[src/design/issue_stage_cfg.svh]
// issue stage configuration
// queue depth, physical register count and field widths

`ifndef ISSUE_STAGE_CFG_SVH
`define ISSUE_STAGE_CFG_SVH

// issue queue depth and entry index width
`define IQ_ENTRIES 4
`define IQ_IDX_W   2

// physical register file size
`define PREG_NUM   32
`define PREG_W     5

// alu function code width
`define ALU_OP_W   4

`endif

[src/design/issue_pkg.sv]
// issue stage types
// width typedefs plus the uop and queue entry records

`include "issue_stage_cfg.svh"

package issue_pkg;

    // physical register number
    typedef logic [`PREG_W-1:0] preg_t;

    // alu function code
    typedef logic [`ALU_OP_W-1:0] alu_op_t;

    // slot index inside the issue queue
    typedef logic [`IQ_IDX_W-1:0] iq_idx_t;

    // age rank, 0 is the oldest waiting entry
    typedef logic [`IQ_IDX_W-1:0] iq_rank_t;

    // renamed alu instruction as it arrives and as it leaves
    typedef struct packed {
        alu_op_t op;
        preg_t   src1;
        preg_t   src2;
        preg_t   dst;
    } iq_uop_t;

    // one queue slot
    typedef struct packed {
        iq_uop_t  uop;
        logic     ready1;   // src1 result available
        logic     ready2;   // src2 result available
        iq_rank_t rank;
        logic     valid;
    } iq_entry_t;

endpackage

[src/design/reg_ready_table.sv]
// register ready table (scoreboard)
// one ready bit per physical register, with same-edge wakeup bypass on reads

`timescale 1ns/1ns

`include "issue_stage_cfg.svh"

module reg_ready_table
    import issue_pkg::*;
(
    input  logic  clk,
    input  logic  reset,
    // read ports for the incoming uop
    input  preg_t src1,
    input  preg_t src2,
    output logic  rdy1,
    output logic  rdy2,
    // rename of a new destination
    input  logic  alloc,
    input  preg_t alloc_reg,
    // result of an issued uop becomes available
    input  logic  wake,
    input  preg_t wake_reg
);

    logic [`PREG_NUM-1:0] ready_bits;

    // all registers hold committed values out of reset
    always_ff @(posedge clk or posedge reset) begin
        if (reset) begin
            ready_bits <= '1;
        end else begin
            // renamer never hands out a register that is still pending,
            // so alloc and wake never hit the same bit
            if (alloc) begin
                ready_bits[alloc_reg] <= 1'b0;
            end
            if (wake) begin
                ready_bits[wake_reg] <= 1'b1;
            end
        end
    end

    // bypass: a register woken at this edge already counts as ready
    assign rdy1 = ready_bits[src1] | (wake && (wake_reg == src1));
    assign rdy2 = ready_bits[src2] | (wake && (wake_reg == src2));

endmodule

[src/design/iq_age_select.sv]
// issue queue select logic
// picks the oldest valid entry with both sources ready

`timescale 1ns/1ns

`include "issue_stage_cfg.svh"

module iq_age_select
    import issue_pkg::*;
(
    input  iq_entry_t entries [`IQ_ENTRIES],
    output logic      pick_valid,
    output iq_idx_t   pick_idx
);

    // per-slot eligibility
    logic [`IQ_ENTRIES-1:0] cand;

    // rank of the best candidate seen so far
    iq_rank_t best_rank;

    always_comb begin
        for (int i = 0; i < `IQ_ENTRIES; i++) begin
            cand[i] = entries[i].valid && entries[i].ready1 && entries[i].ready2;
        end
    end

    // linear scan keeping the lowest rank
    // ranks of valid entries are unique, so no tie break is needed
    always_comb begin
        pick_valid = 1'b0;
        pick_idx   = '0;
        best_rank  = '0;
        for (int i = 0; i < `IQ_ENTRIES; i++) begin
            if (cand[i]) begin
                if (!pick_valid || (entries[i].rank < best_rank)) begin
                    pick_valid = 1'b1;
                    pick_idx   = iq_idx_t'(i);
                    best_rank  = entries[i].rank;
                end
            end
        end
    end

endmodule

[src/design/issue_queue.sv]
// alu issue queue
// holds renamed uops, tracks source readiness and age,
// issues the oldest ready uop and broadcasts its destination for wakeup

`timescale 1ns/1ns

`include "issue_stage_cfg.svh"

module issue_queue
    import issue_pkg::*;
(
    input  logic    clk,
    input  logic    reset,
    // dispatch side
    input  logic    load,
    input  iq_uop_t uop,
    // issue unit side
    input  logic    issue,
    // scoreboard reads for the incoming sources, bypass included
    input  logic    rdy1,
    input  logic    rdy2,
    // scoreboard updates
    output logic    alloc,
    output preg_t   alloc_reg,
    output logic    wake,
    output preg_t   wake_reg,
    // issue result
    output logic    issue_ready,
    output iq_uop_t issued,
    output logic    full
);

    iq_entry_t entries     [`IQ_ENTRIES];
    iq_entry_t entries_nxt [`IQ_ENTRIES];

    logic [`IQ_ENTRIES-1:0] valid_nxt;

    // occupancy, needs one bit more than an index
    logic [`IQ_IDX_W:0] valid_cnt;

    logic     pick_valid;
    iq_idx_t  pick_idx;
    iq_rank_t pick_rank;
    iq_idx_t  free_idx;
    iq_rank_t load_rank;

    logic do_load;
    logic do_issue;

    iq_age_select u_select (
        .entries    (entries),
        .pick_valid (pick_valid),
        .pick_idx   (pick_idx)
    );

    // full refuses a load even when a slot frees at this edge
    assign do_load  = load && !full;

    // one pulse per request: the cycle showing issue_ready does not issue again
    assign do_issue = issue && pick_valid && !issue_ready;

    assign pick_rank = entries[pick_idx].rank;

    // lowest free slot
    always_comb begin
        free_idx = '0;
        for (int i = `IQ_ENTRIES - 1; i >= 0; i--) begin
            if (!entries[i].valid) begin
                free_idx = iq_idx_t'(i);
            end
        end
    end

    always_comb begin
        valid_cnt = '0;
        for (int i = 0; i < `IQ_ENTRIES; i++) begin
            valid_cnt = valid_cnt + entries[i].valid;
        end
    end

    // new entry is younger than all survivors
    assign load_rank = iq_rank_t'(valid_cnt - do_issue);

    // scoreboard handshake
    assign alloc     = do_load;
    assign alloc_reg = uop.dst;
    assign wake      = do_issue;
    assign wake_reg  = entries[pick_idx].uop.dst;

    // next state of the entry array
    always_comb begin
        for (int i = 0; i < `IQ_ENTRIES; i++) begin
            entries_nxt[i] = entries[i];
            if (do_issue && entries[i].valid) begin
                if (iq_idx_t'(i) == pick_idx) begin
                    entries_nxt[i].valid = 1'b0;
                end else begin
                    // close the gap left by the issued entry
                    if (entries[i].rank > pick_rank) begin
                        entries_nxt[i].rank = entries[i].rank - 1'b1;
                    end
                    // wakeup broadcast
                    if (entries[i].uop.src1 == wake_reg) begin
                        entries_nxt[i].ready1 = 1'b1;
                    end
                    if (entries[i].uop.src2 == wake_reg) begin
                        entries_nxt[i].ready2 = 1'b1;
                    end
                end
            end
        end
        // free slot is never the picked one, the queue was not full
        if (do_load) begin
            entries_nxt[free_idx] = '{
                uop:    uop,
                ready1: rdy1,
                ready2: rdy2,
                rank:   load_rank,
                valid:  1'b1
            };
        end
    end

    always_comb begin
        for (int i = 0; i < `IQ_ENTRIES; i++) begin
            valid_nxt[i] = entries_nxt[i].valid;
        end
    end

    always_ff @(posedge clk or posedge reset) begin
        if (reset) begin
            for (int i = 0; i < `IQ_ENTRIES; i++) begin
                entries[i] <= '0;
            end
            full <= 1'b0;
        end else begin
            for (int i = 0; i < `IQ_ENTRIES; i++) begin
                entries[i] <= entries_nxt[i];
            end
            full <= &valid_nxt;
        end
    end

    // registered issue output, held until the next issue
    always_ff @(posedge clk or posedge reset) begin
        if (reset) begin
            issue_ready <= 1'b0;
            issued      <= '0;
        end else begin
            issue_ready <= do_issue;
            if (do_issue) begin
                issued <= entries[pick_idx].uop;
            end
        end
    end

endmodule

[src/design/issue_stage.sv]
// issue stage top level
// issue queue plus the physical register ready table

`timescale 1ns/1ns

module issue_stage
    import issue_pkg::*;
(
    input  logic    clk,
    input  logic    reset,
    input  logic    load,
    input  iq_uop_t uop,
    input  logic    issue,
    output logic    issue_ready,
    output iq_uop_t issued,
    output logic    full
);

    logic  rdy1;
    logic  rdy2;
    logic  alloc;
    preg_t alloc_reg;
    logic  wake;
    preg_t wake_reg;

    issue_queue u_queue (
        .clk         (clk),
        .reset       (reset),
        .load        (load),
        .uop         (uop),
        .issue       (issue),
        .rdy1        (rdy1),
        .rdy2        (rdy2),
        .alloc       (alloc),
        .alloc_reg   (alloc_reg),
        .wake        (wake),
        .wake_reg    (wake_reg),
        .issue_ready (issue_ready),
        .issued      (issued),
        .full        (full)
    );

    // read ports look up the sources of the uop being dispatched
    reg_ready_table u_ready (
        .clk       (clk),
        .reset     (reset),
        .src1      (uop.src1),
        .src2      (uop.src2),
        .rdy1      (rdy1),
        .rdy2      (rdy2),
        .alloc     (alloc),
        .alloc_reg (alloc_reg),
        .wake      (wake),
        .wake_reg  (wake_reg)
    );

endmodule

[config.mk]
export PLATFORM = sky130hd
export DESIGN_NAME = issue_stage
export DESIGN_NICKNAME = d
export VERILOG_FILES = /design/src/design/issue_pkg.sv /design/src/design/reg_ready_table.sv /design/src/design/iq_age_select.sv /design/src/design/issue_queue.sv /design/src/design/issue_stage.sv
export VERILOG_INCLUDE_DIRS = /design/src /design/src/design
export SDC_FILE = /design/constraint.sdc
export NUM_CORES = 1
export LEC_CHECK = 0
export ABC_CLOCK_PERIOD_IN_PS = 14400
export BUFFER_PORTS_ARGS = -buffer_cell sky130_fd_sc_hd__buf_4
export CORE_ASPECT_RATIO = 0.5
export CORE_MARGIN = 4
export CORE_UTILIZATION = 30
export DETAILED_ROUTE_END_ITERATION = 7
export GPL_ROUTABILITY_DRIVEN = 0
export SYNTH_ARGS = -nofsm -noshare
export SYNTH_HDL_FRONTEND = slang
export SYNTH_SLANG_ARGS = --single-unit
[constraint.sdc]
create_clock -name clk -period 14.4 [get_ports clk]
set_clock_uncertainty 0.15 [all_clocks]
set_input_delay 1.44 -clock clk [delete_from_list [all_inputs] [get_ports clk]]
set_output_delay 1.44 -clock clk [all_outputs]
set_load 0.02 [all_outputs]
# Yosys cells after proc, flatten, opt, wreduce, memory -nomap -nowiden
# Cells that the tools add are included.
[classes] n_mul=0 n_shift=0 mux=63 n_bitwise=7 order_cmp=16 reduce_logical=30 addsub=8 div_mod_pow=0 n_eq_ne=13
[ops] operator="96-bit bitwise mux" n=1
[ops] operator="77-bit two-way mux" n=1
[ops] operator="24-bit two-way mux" n=3
[ops] operator="32-bit two-way mux" n=2
[ops] operator="5-bit equality test" n=10
[ops] operator="24-bit binary-select mux with 2-bit select" n=1
[ops] operator="24-bit demux with 2-bit select" n=1
[ops] operator="2-bit two-way mux" n=17
[ops] operator="32-bit AND" n=1
[ops] operator="32-bit inverter" n=1
[ops] operator="32-bit OR" n=1
[ops] operator="1-bit two-way mux" n=25
[ops] operator="5-bit by 6-bit < comparator with 1-bit output, second input constant" n=4
[ops] operator="1-bit logical AND" n=20
[ops] operator="5-bit two-way mux" n=4
[ops] operator="4-bit two-way mux" n=4
[ops] operator="1-bit binary-select mux with 5-bit select" n=2
[ops] operator="1-bit demux with 5-bit select" n=2
[ops] operator="5-bit by 1-bit greater-or-equal comparator with 1-bit output, second input constant" n=2
[ops] operator="2-bit greater-than comparator" n=4
[ops] operator="2-bit by 1-bit subtractor with 2-bit output, second input constant" n=4
[ops] operator="3-bit greater-or-equal comparator, second input constant" n=2
[ops] operator="2-bit < comparator" n=3
[ops] operator="2-bit inverter with 3-bit output" n=2
[ops] operator="other kinds (11)" n=20
[totals] inputBits=23 word_cells=176 regBits=149 memories=0 out_inout_bits=21 latchBits=0 ram_bits=0 romBits=0

# Logic depth before layout (Yosys ltp)
[logic_depth] ltp_word=26 mapped_depth=31 depth_no_buf=26

# Modules after synthesis
# From an unflattened synthesis, not the netlist that was laid out.
[hier_totals] cells_unflattened=700 area_unflattened_um2=8360.5
[modules_own_cells] mod="issue_queue" cells_per_inst=470 area_each_um2=6010.8 n_inst=1 seq_area_each_um2=2927.8
[modules_own_cells] mod="reg_ready_table" cells_per_inst=191 area_each_um2=2083.2 n_inst=1 seq_area_each_um2=840.8
[modules_own_cells] mod="iq_age_select" cells_per_inst=39 area_each_um2=266.5 n_inst=1 seq_area_each_um2=0.0

# Least setup slack after synthesis
# OpenSTA, ideal clock, no wires.
[synth_timing] kind="register to register" from="reg, netlist name u_queue.entries[72]" to="reg, netlist name u_queue.entries[49]" period_less_slack_ns=6.104 required_time_ns=14.116 slack_ns=8.296 stages_incl_launch_ff=31 n_path_buf=5 t_arrival_ns=5.820 setup_time_ns=0.134 path_cell_list="dfrtp_1 > buf_4 > and3_1 > nand2_1 > ha_1 > nand4b_1 > a21o_1 > nand2_1 > nor2_1 > a21oi_1 > ha_1 > nor2_1 > o21ai_4 > nand2_4 > buf_2 > buf_1 > nor2_1 > a21oi_1 > ha_1 > nor3_1 > a21oi_1 > o21a_1 > buf_6 > buf_2 > o21ai_0 > ha_1 > nor2_1 > o21ai_1 > a2111oi_2 > xnor2_1 > mux2i_1"

==> impl_metrics.yaml <==
status:
  status: "finished clean"
die:
  start_util_pct: 31.1
  io_pins: 44
  placement_rows: 44
  vertical_die_dimension_um: 132
  die_x_um: 255
  area_of_the_core_region_mm2: 0.0296
  area_of_the_die_mm2: 0.0336
route:
  routed_wire_length_per_instance_um: 21.4
  route.antenna.remaining_nets: 0
  vias_per_cell: 5.79
  wl_mm: 28.1
  detailroute.via_count: 7613
  drtPass1Iterations: 5
  first_iter_violations: 921
  remaining_drc_errors: 0
synth:
  cell_count_after_synthesis: 898
  syn_nets: 932
  synth.top_cell.area_share_pct: 31.9
  ys.flop_type: "sky130_fd_sc_hd__dfrtp_1"
  synth_area_leader_cell: "sky130_fd_sc_hd__dfrtp_1"
  post_synth.cell_area_avg_um2: 10.2
  postSynthRegisterBits: 149
  ys_warn_count: 0
  post_synth_main_area_contributors: "sky130_fd_sc_hd__dfrtp_1, sky130_fd_sc_hd__mux2_2, sky130_fd_sc_hd__dfstp_2, sky130_fd_sc_hd__mux4_2, sky130_fd_sc_hd__o21ai_0"
  synth-edff-count: 0
  ys_seq_area_share_pct: 41.0
  synthDistinctLibCells: 87
  syn-cell-area_mm2: 0.00919
  async_reset_ff_share_pct: 100
sta:
  timing.max_slew.rel_slack_pct: 26.3
  tightestPinTransition_ps: 1110
  final_hold_viol_count: 0
  final_min_period_over_clock_period_pct: 49.0
  timing_max_transition_violations_final: 0
  setup_tns_ps: 0
  finalWorstSetupSlack_ps: 7350
  rsz_0062_raised_after_global_routing: "no"
  finalSetupViolations: 0
  fin_crit_ps: 7050
  fmax_mhz: 142
grt:
  grt_max_degree: 79
  grt_pass1_vias: 7814
  grt_residual_overflow: 0
  grt_pass1_wl_mm: 45.0
  antenna_violations_before_repair: 0
  grtUsageTotal_pct: 16.6
cells_and_area:
  area_growth_syn_to_layout_pct: 13.5
  layout.filler_cells: 2863
  combined_area_of_the_multi_input_logic_cells_mm2: 0.00507
  ff_latch_area_mm2: 0.00377
  drive_above_1_share_pct: 27.6
  final_core_util_pct: 35.3
  final_net_count: 945
  antennaDiodeCount: 0
power_and_ir_drop:
  power.density_cell_area_mw_per_mm2: 292
  total_leakage_power_nw: 4.00
  vdd.ir_drop.worst_mv: 0.107
  p_total_mw: 3.04
setup_path:
  crit_arrival_ps: 7250
  crit_required_ps: 14600
  crit_path_end_kind: "register"
  worstPathMaxFanout: 33
  worst-setup-path-type: "register to register"
  rrSetupSlack_ps: 7350
  critPathLaunchType: "register"
placement:
  pre_cts_ws_ps: 7520
  dp_hpwl_mm: 19.3
  portbufs: 43
clock_tree:
  insertion_delay_ps: 430
  cts_tree: "yes"
  cts_sinks: 149
  cts_root_buf: "sky130_fd_sc_hd__clkbuf_16"
  post_cts_resize_count: 0
  cts-hold-fix-buffers: 0
  level_count_of_the_clock_h_tree: 4
  cts_buffer_depth: 2
  cts_setup_buffers: 0
  cts_buffers: 17
  worst_setup_hold_path_clk_slew_ps: 60
hold_path:
  holdCritPathClass: "register to register"
job:
  timing.max_cap.violations: 0
## kinds of logic after synthesis
logic type	count (synthesis)	share of synthesized area, %
compound gates	254	19.2
simple gates	224	12.4
flops	149	41.0
mux	105	15.2
buf+inv	87	4.11
xor+xnor	68	6.48
fa+ha+maj	11	1.58
## sequential cells by signal (all words and copies together), names as in the netlist
name                 cells
u_queue.entries         96
u_queue.full             1
u_queue.issue_ready      1
u_queue.issued          19
u_ready.ready_bits      32
## cells in the final DEF, fill, tap and decap left out, drive strengths merged, types with 7 or more instances in the layout
cell / n
a211oi: 7
nand4: 10
a21oi: 58
o21ai: 97
a221oi: 19
a22oi: 12
dfstp: 32
a21o: 7
nand3: 38
nor2: 63
xnor2: 46
ha: 10
mux4: 20
nand3b: 10
and3: 9
nor3: 12
inv: 33
clkbuf: 19
o2111ai: 8
dfrtp: 117
nand2: 52
buf: 52
xor2: 22
mux2i: 10
mux2: 75
## cell type report
type	count	share of cell area [%]
Multi-Input combinational cell	662	48.7
Sequential cell	149	36.1
Tap cell	391	4.69
Clock buffer	19	4.25
Timing Repair Buffer	52	3.74
Clock inverter	13	1.43
Inverter	29	1.09
## metal layers
| metal | routed length (µm) | vias up | track usage (%) |
|---|---|---|---|
| li1 | - | 3361 | - |
| met1 | 12000 | 3853 | 21.2 |
| met2 | 13600 | 342 | 28.4 |
| met3 | 1630 | 57 | 2.60 |
| met4 | 839 | 0 | 6.88 |
| met5 | 0 | - | 0 |
## power by group
group	total (mW)	switching, mW	internal [mW]
clock network	0.458	0.195	0.263
registers	0.878	0.240	0.638
logic	1.70	1.01	0.692
## Yosys cell counts, types with 11 or more instances
cell type                  instances
sky130_fd_sc_hd__inv_1            29
sky130_fd_sc_hd__a21oi_1          56
sky130_fd_sc_hd__mux4_2           20
sky130_fd_sc_hd__dfstp_2          32
sky130_fd_sc_hd__o21ai_0          85
sky130_fd_sc_hd__a221oi_1         17
sky130_fd_sc_hd__xnor2_1          46
sky130_fd_sc_hd__nand3_1          37
sky130_fd_sc_hd__clkbuf_1         33
sky130_fd_sc_hd__dfrtp_1         117
sky130_fd_sc_hd__nor2_1           58
sky130_fd_sc_hd__nor3_1           12
sky130_fd_sc_hd__nand2_1          51
sky130_fd_sc_hd__mux2_2           75
sky130_fd_sc_hd__xor2_1           22
sky130_fd_sc_hd__a22oi_1          11
## critical path: stages (launching register included)
cell                       delay [ps]
sky130_fd_sc_hd__dfrtp_1          530
sky130_fd_sc_hd__and3_1           300
sky130_fd_sc_hd__nand2_1          110
sky130_fd_sc_hd__ha_1             230
sky130_fd_sc_hd__nand4b_1         250
sky130_fd_sc_hd__a21o_1           280
sky130_fd_sc_hd__nand2_1          210
sky130_fd_sc_hd__nor2_1            80
sky130_fd_sc_hd__a21oi_1          190
sky130_fd_sc_hd__ha_1             270
sky130_fd_sc_hd__nor2_1           130
sky130_fd_sc_hd__o21ai_4          280
sky130_fd_sc_hd__nand2_4          340
sky130_fd_sc_hd__nor2_1           210
sky130_fd_sc_hd__a21oi_1           60
sky130_fd_sc_hd__ha_1             310
sky130_fd_sc_hd__nor3_1            80
sky130_fd_sc_hd__a21oi_1          380
sky130_fd_sc_hd__o21a_1           770
sky130_fd_sc_hd__a221oi_2         220
sky130_fd_sc_hd__a211oi_4         710
sky130_fd_sc_hd__xor2_1           190
sky130_fd_sc_hd__or4_1            530
sky130_fd_sc_hd__a22oi_1          160
## stage by stage
step	area [µm²]	hold slack, ps	instances
finish	10400	360	1315
global route	10400	372	1315
CTS	10400	360	1315
detailed placement	9840	346	1283
global placement	9840	334	1283
floorplan	9190	317	898
## worst paths after layout
path | endpoint | cells after the start | from
setup / recovery | u_queue.entries[4]$_DFF_PP0_ | 23 | u_queue.entries[72]$_DFF_PP0_
hold / removal | u_queue.entries[53]$_DFFE_PP0P_ | 1 | u_queue.entries[53]$_DFFE_PP0P_
setup reg to reg | u_queue.entries[4]$_DFF_PP0_ | 23 | u_queue.entries[72]$_DFF_PP0_
hold reg to reg | u_queue.entries[53]$_DFFE_PP0P_ | 1 | u_queue.entries[53]$_DFFE_PP0P_
max in group asynchronous | u_queue.entries[63]$_DFFE_PP0P_ | 3 | reset
min in group asynchronous | u_queue.entries[38]$_DFFE_PP0P_ | 2 | reset
(Power assumes the default switching activity.)
